===== config.mk =====
export PLATFORM = sky130hd
export DESIGN_NAME = cart_loader
export DESIGN_NICKNAME = d
export VERILOG_FILES = /design/src/logic/cart_pkg.sv /design/src/logic/cart_loader.sv /design/src/logic/download_port.sv /design/src/logic/header_region_scan.sv /design/src/logic/quirk_match.sv /design/src/logic/region_select.sv
export SDC_FILE = /design/constraint.sdc
export NUM_CORES = 1
export LEC_CHECK = 0
export ABC_AREA = 1
export BUFFER_PORTS_ARGS = -buffer_cell sky130_fd_sc_hd__buf_2
export CORE_UTILIZATION = 52
export DETAILED_ROUTE_END_ITERATION = 10
export PLACE_DENSITY = 0.71
export SLEW_MARGIN = 20
export SYNTH_ARGS = -nofsm -noshare
export SYNTH_HDL_FRONTEND = slang
export SYNTH_SLANG_ARGS = --single-unit
export TNS_END_PERCENT = 5

===== constraint.sdc =====
create_clock -name clk_sys -period 10.1 [get_ports clk_sys]
set_input_delay 1.515 -clock clk_sys [delete_from_list [all_inputs] [get_ports clk_sys]]
set_output_delay 1.515 -clock clk_sys [all_outputs]
set_load 0.005 [all_outputs]

===== src/logic/cart_pkg.sv =====
// Shared types, header address constants and the quirk ID table for the cartridge loader
`default_nettype none

package cart_pkg;

	//////////////////////////////////////////////////////////////////////
	// Download bus widths
	//////////////////////////////////////////////////////////////////////

	localparam int unsigned ADDR_W = 25;
	localparam int unsigned DATA_W = 16;

	//////////////////////////////////////////////////////////////////////
	// Cartridge header layout (byte addresses, words start on even ones)
	//////////////////////////////////////////////////////////////////////

	// Product ID occupies bytes 'h183 to 'h18A
	localparam logic [ADDR_W-1:0] ADDR_ID_LAST  = 25'h18A;
	localparam logic [ADDR_W-1:0] ADDR_ID_CHECK = 25'h18C;

	// Region letters
	localparam logic [ADDR_W-1:0] ADDR_REGION_A = 25'h1F0;
	localparam logic [ADDR_W-1:0] ADDR_REGION_B = 25'h1F2;

	localparam logic [ADDR_W-1:0] ADDR_HDR_END  = 25'h200;

	// Console regions, code 3 unused
	typedef enum logic [1:0] {
		JP = 2'd0,
		US = 2'd1,
		EU = 2'd2
	} region_t;

	// Auto region priority, highest first
	typedef enum logic [1:0] {
		ORDER_US_EU_JP = 2'd0,
		ORDER_EU_US_JP = 2'd1,
		ORDER_US_JP_EU = 2'd2,
		ORDER_JP_US_EU = 2'd3
	} region_order_t;

	//////////////////////////////////////////////////////////////////////
	// Compatibility quirks
	//////////////////////////////////////////////////////////////////////

	// Bit positions in the quirk flag vector
	typedef enum logic [2:0] {
		SRAM, EEPROM, NORAM, FIFO, PIER, SVP, FMBUSY, SCHAN
	} quirk_t;

	localparam int unsigned QUIRK_COUNT     = 8;
	localparam int unsigned QUIRK_TABLE_LEN = 10;

	// ASCII product IDs, '?' matches any byte
	localparam logic [63:0] QUIRK_ID [QUIRK_TABLE_LEN] = '{
		"T-081276", "T-81406 ", "MK-1215 ", "G-4060  ", "T-113016",
		"T-89016 ", "T-574023", "MK-1229 ", "T-35036 ", "T-68???-"
	};

	localparam quirk_t QUIRK_KIND [QUIRK_TABLE_LEN] = '{
		SRAM, SRAM, EEPROM, EEPROM, NORAM,
		FIFO, PIER, SVP, FMBUSY, SCHAN
	};

endpackage

`default_nettype wire


===== src/logic/cart_loader.sv =====
// Cartridge loader top: download port, header region scan, region choice and quirk lookup
`timescale 1ns/1ps
`default_nettype none

module cart_loader
	import cart_pkg::*;
(
	input  wire logic                   clk_sys,
	input  wire logic                   RESET,

	input  wire logic                   dl_active,
	input  wire logic                   dl_valid,
	output logic                        dl_ready,
	input  wire logic [ADDR_W-1:0]      dl_addr,
	input  wire logic [DATA_W-1:0]      dl_data,

	output logic      [ADDR_W-2:0]      rom_addr,
	output logic      [DATA_W-1:0]      rom_wdata,
	output logic                        rom_wr_req,
	input  wire logic                   rom_wr_ack,
	output logic      [ADDR_W-1:0]      rom_size,

	input  wire logic                   region_auto,
	input  wire region_order_t          region_order,
	output region_t                     region,
	output logic                        region_set,
	output logic      [QUIRK_COUNT-1:0] quirks
);

	logic word_take;
	logic load_start;
	logic load_end;
	logic hdr_j;
	logic hdr_u;
	logic hdr_e;
	logic hdr_ready;

	download_port u_download_port (
		.clk_sys    (clk_sys),
		.RESET      (RESET),
		.dl_active  (dl_active),
		.dl_valid   (dl_valid),
		.dl_ready   (dl_ready),
		.dl_addr    (dl_addr),
		.dl_data    (dl_data),
		.rom_addr   (rom_addr),
		.rom_wdata  (rom_wdata),
		.rom_wr_req (rom_wr_req),
		.rom_wr_ack (rom_wr_ack),
		.rom_size   (rom_size),
		.word_take  (word_take),
		.load_start (load_start),
		.load_end   (load_end)
	);

	// Header watchers see the same accepted words as the ROM
	header_region_scan u_header_region_scan (
		.clk_sys    (clk_sys),
		.RESET      (RESET),
		.word_take  (word_take),
		.load_start (load_start),
		.load_end   (load_end),
		.dl_addr    (dl_addr),
		.dl_data    (dl_data),
		.hdr_j      (hdr_j),
		.hdr_u      (hdr_u),
		.hdr_e      (hdr_e),
		.hdr_ready  (hdr_ready)
	);

	region_select u_region_select (
		.clk_sys      (clk_sys),
		.RESET        (RESET),
		.hdr_j        (hdr_j),
		.hdr_u        (hdr_u),
		.hdr_e        (hdr_e),
		.hdr_ready    (hdr_ready),
		.region_auto  (region_auto),
		.region_order (region_order),
		.region       (region),
		.region_set   (region_set)
	);

	quirk_match u_quirk_match (
		.clk_sys    (clk_sys),
		.RESET      (RESET),
		.word_take  (word_take),
		.load_start (load_start),
		.dl_addr    (dl_addr),
		.dl_data    (dl_data),
		.quirks     (quirks)
	);

endmodule

`default_nettype wire


===== src/logic/download_port.sv =====
// Download front end: takes host words with valid/ready and issues toggle-handshake ROM writes
`timescale 1ns/1ps
`default_nettype none

module download_port
	import cart_pkg::*;
(
	input  wire logic              clk_sys,
	input  wire logic              RESET,

	// Host download channel
	input  wire logic              dl_active,
	input  wire logic              dl_valid,
	output logic                   dl_ready,
	input  wire logic [ADDR_W-1:0] dl_addr,
	input  wire logic [DATA_W-1:0] dl_data,

	// ROM write port
	output logic      [ADDR_W-2:0] rom_addr,
	output logic      [DATA_W-1:0] rom_wdata,
	output logic                   rom_wr_req,
	input  wire logic              rom_wr_ack,

	output logic      [ADDR_W-1:0] rom_size,
	output logic                   word_take,
	output logic                   load_start,
	output logic                   load_end
);

	logic active_d;

	// No write in flight when request and ack agree
	assign dl_ready  = (rom_wr_req == rom_wr_ack);
	assign word_take = dl_valid & dl_ready;

	//////////////////////////////////////////////////////////////////////
	// ROM write issue
	//////////////////////////////////////////////////////////////////////

	always_ff @(posedge clk_sys) begin
		if (RESET) begin
			rom_wr_req <= 1'b0;
		end else if (word_take) begin
			rom_wr_req <= ~rom_wr_req;
		end
	end

	// Memory wants the even byte in the high half
	always_ff @(posedge clk_sys) begin
		if (word_take) begin
			rom_addr  <= dl_addr[ADDR_W-1:1];
			rom_wdata <= {dl_data[7:0], dl_data[15:8]};
		end
	end

	//////////////////////////////////////////////////////////////////////
	// Load framing and ROM size
	//////////////////////////////////////////////////////////////////////

	always_ff @(posedge clk_sys) begin
		if (RESET) begin
			active_d   <= 1'b0;
			load_start <= 1'b0;
			load_end   <= 1'b0;
		end else begin
			active_d   <= dl_active;
			load_start <= dl_active & ~active_d;
			load_end   <= ~dl_active & active_d;
		end
	end

	// Last word written is still held in rom_addr
	always_ff @(posedge clk_sys) begin
		if (active_d && !dl_active) begin
			rom_size <= {rom_addr, 1'b0};
		end
	end

	// One write at a time, whatever the memory latency
	a_single_outstanding: assert property (@(posedge clk_sys) disable iff (RESET)
		(rom_wr_req != rom_wr_ack) |=> $stable(rom_wr_req))
		else $error("ROM request toggled with a write outstanding");

endmodule

`default_nettype wire


===== src/logic/header_region_scan.sv =====
// Scans the cartridge header for region letters and flags when the header has been loaded
`timescale 1ns/1ps
`default_nettype none

module header_region_scan
	import cart_pkg::*;
(
	input  wire logic              clk_sys,
	input  wire logic              RESET,
	input  wire logic              word_take,
	input  wire logic              load_start,
	input  wire logic              load_end,
	input  wire logic [ADDR_W-1:0] dl_addr,
	input  wire logic [DATA_W-1:0] dl_data,
	output logic                   hdr_j,
	output logic                   hdr_u,
	output logic                   hdr_e,
	output logic                   hdr_ready
);

	logic [2:0] cls_lo;
	logic [2:0] cls_hi;
	logic [2:0] hit;
	logic       in_load;

	// {J, U, other} for one header byte
	function automatic logic [2:0] classify(input logic [7:0] ch);
		logic [2:0] res;
		res = 3'b000;
		if (ch == "J") begin
			res = 3'b100;
		end else if (ch == "U") begin
			res = 3'b010;
		end else if (ch >= "0" && ch <= "Z") begin
			res = 3'b001;
		end
		return res;
	endfunction

	assign cls_lo = classify(dl_data[7:0]);
	assign cls_hi = classify(dl_data[15:8]);

	// Bytes 'h1F0 and 'h1F1 from word A, only 'h1F2 from word B
	always_comb begin
		hit = 3'b000;
		if (word_take && dl_addr == ADDR_REGION_A) begin
			hit = cls_lo | cls_hi;
		end else if (word_take && dl_addr == ADDR_REGION_B) begin
			hit = cls_lo;
		end
	end

	always_ff @(posedge clk_sys) begin
		if (RESET || load_start) begin
			{hdr_j, hdr_u, hdr_e} <= 3'b000;
		end else begin
			{hdr_j, hdr_u, hdr_e} <= {hdr_j, hdr_u, hdr_e} | hit;
		end
	end

	// Header complete
	always_ff @(posedge clk_sys) begin
		if (RESET || load_end) begin
			hdr_ready <= 1'b0;
		end else if (word_take && dl_addr == ADDR_HDR_END) begin
			hdr_ready <= 1'b1;
		end
	end

	// Open from the start pulse up to the end pulse
	always_ff @(posedge clk_sys) begin
		if (RESET || load_end) begin
			in_load <= 1'b0;
		end else if (load_start) begin
			in_load <= 1'b1;
		end
	end

	// Ready never outlives the load
	a_ready_ends: assert property (@(posedge clk_sys) disable iff (RESET)
		hdr_ready |-> in_load)
		else $error("hdr_ready high outside a load");

endmodule

`default_nettype wire


===== src/logic/quirk_match.sv =====
// Collects the cartridge product ID and flags any compatibility quirk listed for it
`timescale 1ns/1ps
`default_nettype none

module quirk_match
	import cart_pkg::*;
(
	input  wire logic                   clk_sys,
	input  wire logic                   RESET,
	input  wire logic                   word_take,
	input  wire logic                   load_start,
	input  wire logic [ADDR_W-1:0]      dl_addr,
	input  wire logic [DATA_W-1:0]      dl_data,
	output logic      [QUIRK_COUNT-1:0] quirks
);

	logic [63:0]       cart_id;
	logic              hit;
	quirk_t            hit_kind;

	// Entry byte '?' accepts anything
	function automatic logic id_match(input logic [63:0] entry, input logic [63:0] id);
		logic ok;
		ok = 1'b1;
		for (int b = 0; b < 8; b++) begin
			if (entry[8*b +: 8] != "?" && entry[8*b +: 8] != id[8*b +: 8]) begin
				ok = 1'b0;
			end
		end
		return ok;
	endfunction

	//////////////////////////////////////////////////////////////////////
	// ID capture, first byte in the upper end
	//////////////////////////////////////////////////////////////////////

	// Word eight below the last ID byte holds byte 'h183 in its odd half
	always_ff @(posedge clk_sys) begin
		if (word_take) begin
			if (dl_addr == ADDR_ID_LAST - ADDR_W'(8)) begin
				cart_id <= {cart_id[55:0], dl_data[15:8]};
			end else if (dl_addr > ADDR_ID_LAST - ADDR_W'(8) && dl_addr < ADDR_ID_LAST) begin
				cart_id <= {cart_id[47:0], dl_data[7:0], dl_data[15:8]};
			end else if (dl_addr == ADDR_ID_LAST) begin
				cart_id <= {cart_id[55:0], dl_data[7:0]};
			end
		end
	end

	// Walk backwards so the earliest entry wins
	always_comb begin
		hit      = 1'b0;
		hit_kind = SRAM;
		for (int e = QUIRK_TABLE_LEN - 1; e >= 0; e--) begin
			if (id_match(QUIRK_ID[e], cart_id)) begin
				hit      = 1'b1;
				hit_kind = QUIRK_KIND[e];
			end
		end
	end

	always_ff @(posedge clk_sys) begin
		if (RESET || load_start) begin
			quirks <= '0;
		end else if (word_take && dl_addr == ADDR_ID_CHECK) begin
			quirks <= '0;
			if (hit) begin
				quirks[hit_kind] <= 1'b1;
			end
		end
	end

	a_one_quirk: assert property (@(posedge clk_sys) disable iff (RESET)
		$onehot0(quirks))
		else $error("more than one quirk flag set");

endmodule

`default_nettype wire


===== src/logic/region_select.sv =====
// Picks the console region from the header flags and the configured priority order
`timescale 1ns/1ps
`default_nettype none

module region_select
	import cart_pkg::*;
(
	input  wire logic          clk_sys,
	input  wire logic          RESET,
	input  wire logic          hdr_j,
	input  wire logic          hdr_u,
	input  wire logic          hdr_e,
	input  wire logic          hdr_ready,
	input  wire logic          region_auto,
	input  wire region_order_t region_order,
	output region_t            region,
	output logic               region_set
);

	logic    ready_d;
	region_t pick;

	// First flagged region in the order, else the order's head
	always_comb begin
		case (region_order)
			ORDER_US_EU_JP: pick = hdr_u ? US : hdr_e ? EU : hdr_j ? JP : US;
			ORDER_EU_US_JP: pick = hdr_e ? EU : hdr_u ? US : hdr_j ? JP : EU;
			ORDER_US_JP_EU: pick = hdr_u ? US : hdr_j ? JP : hdr_e ? EU : US;
			ORDER_JP_US_EU: pick = hdr_j ? JP : hdr_u ? US : hdr_e ? EU : JP;
			default:        pick = US;
		endcase
	end

	//////////////////////////////////////////////////////////////////////
	// Region strobe on header ready edges
	//////////////////////////////////////////////////////////////////////

	always_ff @(posedge clk_sys) begin
		if (RESET) begin
			ready_d    <= 1'b0;
			region_set <= 1'b0;
			region     <= JP;
		end else begin
			ready_d <= hdr_ready;
			if (hdr_ready && !ready_d && region_auto) begin
				region     <= pick;
				region_set <= 1'b1;
			end else if (!hdr_ready && ready_d) begin
				region_set <= 1'b0;
			end
		end
	end

	a_region_legal: assert property (@(posedge clk_sys) disable iff (RESET)
		region inside {JP, US, EU})
		else $error("region took the unused code");

endmodule

`default_nettype wire

==> flow_summary_export.csv <==
group,metric,value,unit
run_status,status,"finished clean",
clocking,ctsHoldBuffers,0,
power,peakVddDrop,241,uV
finish,num_antenna_cells,0,
setup_path,crit_path_start_kind,"input port",
finish,layout_commonest_cell,"nand2_1",
placement,dp.cells,1064,
setup_path,r2r_setup_slack,8.15,ns
setup_path,cp.arrival,3.73,ns
synth,syn_area,7150,sq um
sta,fmax,0.272,GHz
grt,grt_pass1_vias,5180,
power,seqPwrFrac,0.497,
synth,synth-seq-cells,148,
power,p_int,1.06,mW
finish,instances_no_fill,1096,
power,netSwitchingFraction,0.220,
routing,drt_wl_total,16.3,mm
placement,gp_congestion,0.967,
finish,area_growth_syn_to_layout,18.8,%
floorplanning,die-area,14200,sq um
power,p_switching,0.300,mW
setup_path,crit_type,"in -> reg",
synth,postSynthCellCount,775,
sta,hold_viol_final,0,
clocking,cts_sinks,148,
floorplanning,start_util,0.535,
clocking,cts_setup_buffers,0,
sta,slew_violations,0,
finish,drive_gt1_frac,0.214,
grt,antenna_found_initial,0,
sta,setup_viol,0,
grt,track_usage,0.240,
setup_path,worst_r2r_path_depth,5,
min_path,holdPathStages,1,
setup_path,critPathLaunch,"dl_addr[14]",
power,p_clk_frac,0.466,
routing,antenna_left,0,
clocking,clock_latency,0.43,ns
min_path,hold_path_end,"u_header_region_scan.hdr_ready$_SDFFE_PP0P_",
setup_path,worst_r2r_endpoint,"u_quirk_match.cart_id[57]$_DFFE_PP_",
clocking,htreeDepth,4,
min_path,hold_class,"reg -> reg",
sta,worst_pin_slew,0.830,ns
clocking,clkTransAtPathRegs,0.06,ns
finish,final_area,8490,sq um
floorplanning,die_x,119,um
power,pwr-share-comb,0.038,
power,p_total,1.36,mW
sta,min_period,3.68,ns
floorplanning,io_pins,127,
routing,drcViolationCount,0,
synth,synth-async-reset-ratio,0,
sta,clock_skew,0.00652,ns
synth,yosysUniqueCellTypes,37,
power,powerDensity,161,nW/um^2
placement,port-buffer-count,125,
routing,firstDrtPassIters,5,
setup_path,reg2reg_from,"u_download_port.rom_wr_req$_SDFFE_PP0P_",
finish,layout_common_cells,"nand2_1 (175), edfxtp_1 (128), buf_2 (125)",
clocking,cts-root-buf,"clkbuf_16",
synth,ys.flop_type,"edfxtp_1",
floorplanning,row_count,42,
synth,synth_edf_count,128,
finish,fill_cells,1190,
sta,finalSetupTns,0,ns
floorplanning,die_h,119,um
setup_path,crit_path_end_kind,"flop",
finish,nets,956,
synth,synth-seq-area-share,0.594,
placement,dp_hpwl,12.2,mm
sta,finalCritPeriodShare,0.364,
clocking,numCtsBuffers,17,
sta,relSlewSlack,0.446,
routing,avgRoutedWirePerCell,14.9,um
routing,vias,5628,
clocking,cts_buffer_depth,2,
power,leakage,3.50,nW
grt,grt_max_degree,94,
routing,drt_iter0_drc,398,
synth,ys_warn_count,0,
clocking,post_cts_resized,0,
routing,viasPerCell,5.14,
sta,grt_setup_unrepaired,"false",
min_path,hp-start,"u_download_port.load_end$_SDFF_PP0_",
grt,grt_pass1_wl,25.8,mm
clocking,cts_tree,"done",
synth,syn_area_per_cell,9.22,sq um
floorplanning,core,13300,sq um
setup_path,cp.required,10.15,ns
setup_path,cp_max_fo,64,
grt,grt-ovfl-total,0,
synth,syn-num-nets,824,
placement,post_dp_cell_area,7890,sq um
run,max_cap_viol_count,0,
## layout make-up
cell class | instances | area (sq um) | share of cell area
Sequential cell | 148 | 4240 | 0.500
Multi-Input combinational cell | 508 | 2390 | 0.282
Timing Repair Buffer | 128 | 648 | 0.0764
Clock buffer | 17 | 425 | 0.0501
Inverter | 104 | 390 | 0.0460
Tap cell | 176 | 220 | 0.0259
Clock inverter | 15 | 168 | 0.0198
## stage by stage
stage	worst slack, ns	utilization	hold slack [ns]
after floorplan	4.56	-	0.375
after global placement	6.07	0.591	0.380
after detailed placement	6.02	0.591	0.386
after CTS	6.44	0.636	0.395
after global routing	6.25	0.636	0.412
final	6.42	0.636	0.397
## power by group through the flow
stage	Combinational, mW	Clock (mW)	Sequential [mW]
after detailed placement	0.0514	0	0.691
after global placement	0.0505	0	0.690
after CTS	0.0515	0.645	0.678
final	0.0514	0.635	0.677
after floorplan	0.0173	0	0.692
after global routing	0.0564	0.665	0.678
## state kept, by name, summed over array words and instances (netlist names), 2 cells and up
name / count
u_quirk_match.cart_id: 64
u_download_port.rom_addr: 24
u_download_port.rom_size: 24
u_download_port.rom_wdata: 16
u_quirk_match.quirks: 8
u_region_select.region: 2
## critical path, cell delays in order
cell and delay, ns:
buf_2 0.10, nor2_1 0.19, nand4_1 0.27, nor4_4 0.70
a31oi_1 0.16, nor2_4 0.11, buf_4 0.63
## routing by layer
layer,wire length [um],GRT usage,share of wire
met5,0,0,0
met4,252,0.0918,0.015
met3,845,0.0532,0.052
met2,7990,0.388,0.49
met1,7230,0.315,0.44
## how the worst max path moves through the flow
stage	endpoint	slack, ns	cells past startpoint
CTS	u_quirk_match.cart_id[20]$_DFFE_PP_	6.44	7
floorplan	u_quirk_match.cart_id[0]$_DFFE_PP_	4.56	6
finish	u_quirk_match.cart_id[57]$_DFFE_PP_	6.42	7
global route	u_quirk_match.cart_id[57]$_DFFE_PP_	6.25	7
global placement	u_quirk_match.cart_id[62]$_DFFE_PP_	6.07	7
detailed placement	u_quirk_match.cart_id[63]$_DFFE_PP_	6.02	8
## cell families after synthesis
logic type      count (synthesis)  synth area share
buf+inv                       119            0.0739
flops                         148             0.594
other cells                     1          0.000525
compound gates                 96            0.0718
simple gates                  411             0.260
## synthesized netlist by cell type, types with 3 or more instances
cell,n,area share
edfxtp_1,128,0.54
nand3_1,47,0.033
nand2_1,176,0.092
nand4_1,19,0.017
o211ai_1,3,0.0032
o21ai_0,30,0.021
dfxtp_1,20,0.056
buf_6,10,0.016
inv_1,99,0.052
o21ai_1,39,0.027
nor2_1,103,0.054
nor3_1,23,0.016
inv_2,5,0.0026
a21oi_1,14,0.0098
nor2_2,13,0.011
nor4_1,7,0.0061
nand2_2,6,0.0053
a211oi_1,3,0.0032
nor2_4,4,0.0063
No activity file was read; power rests on OpenSTA's default activity.
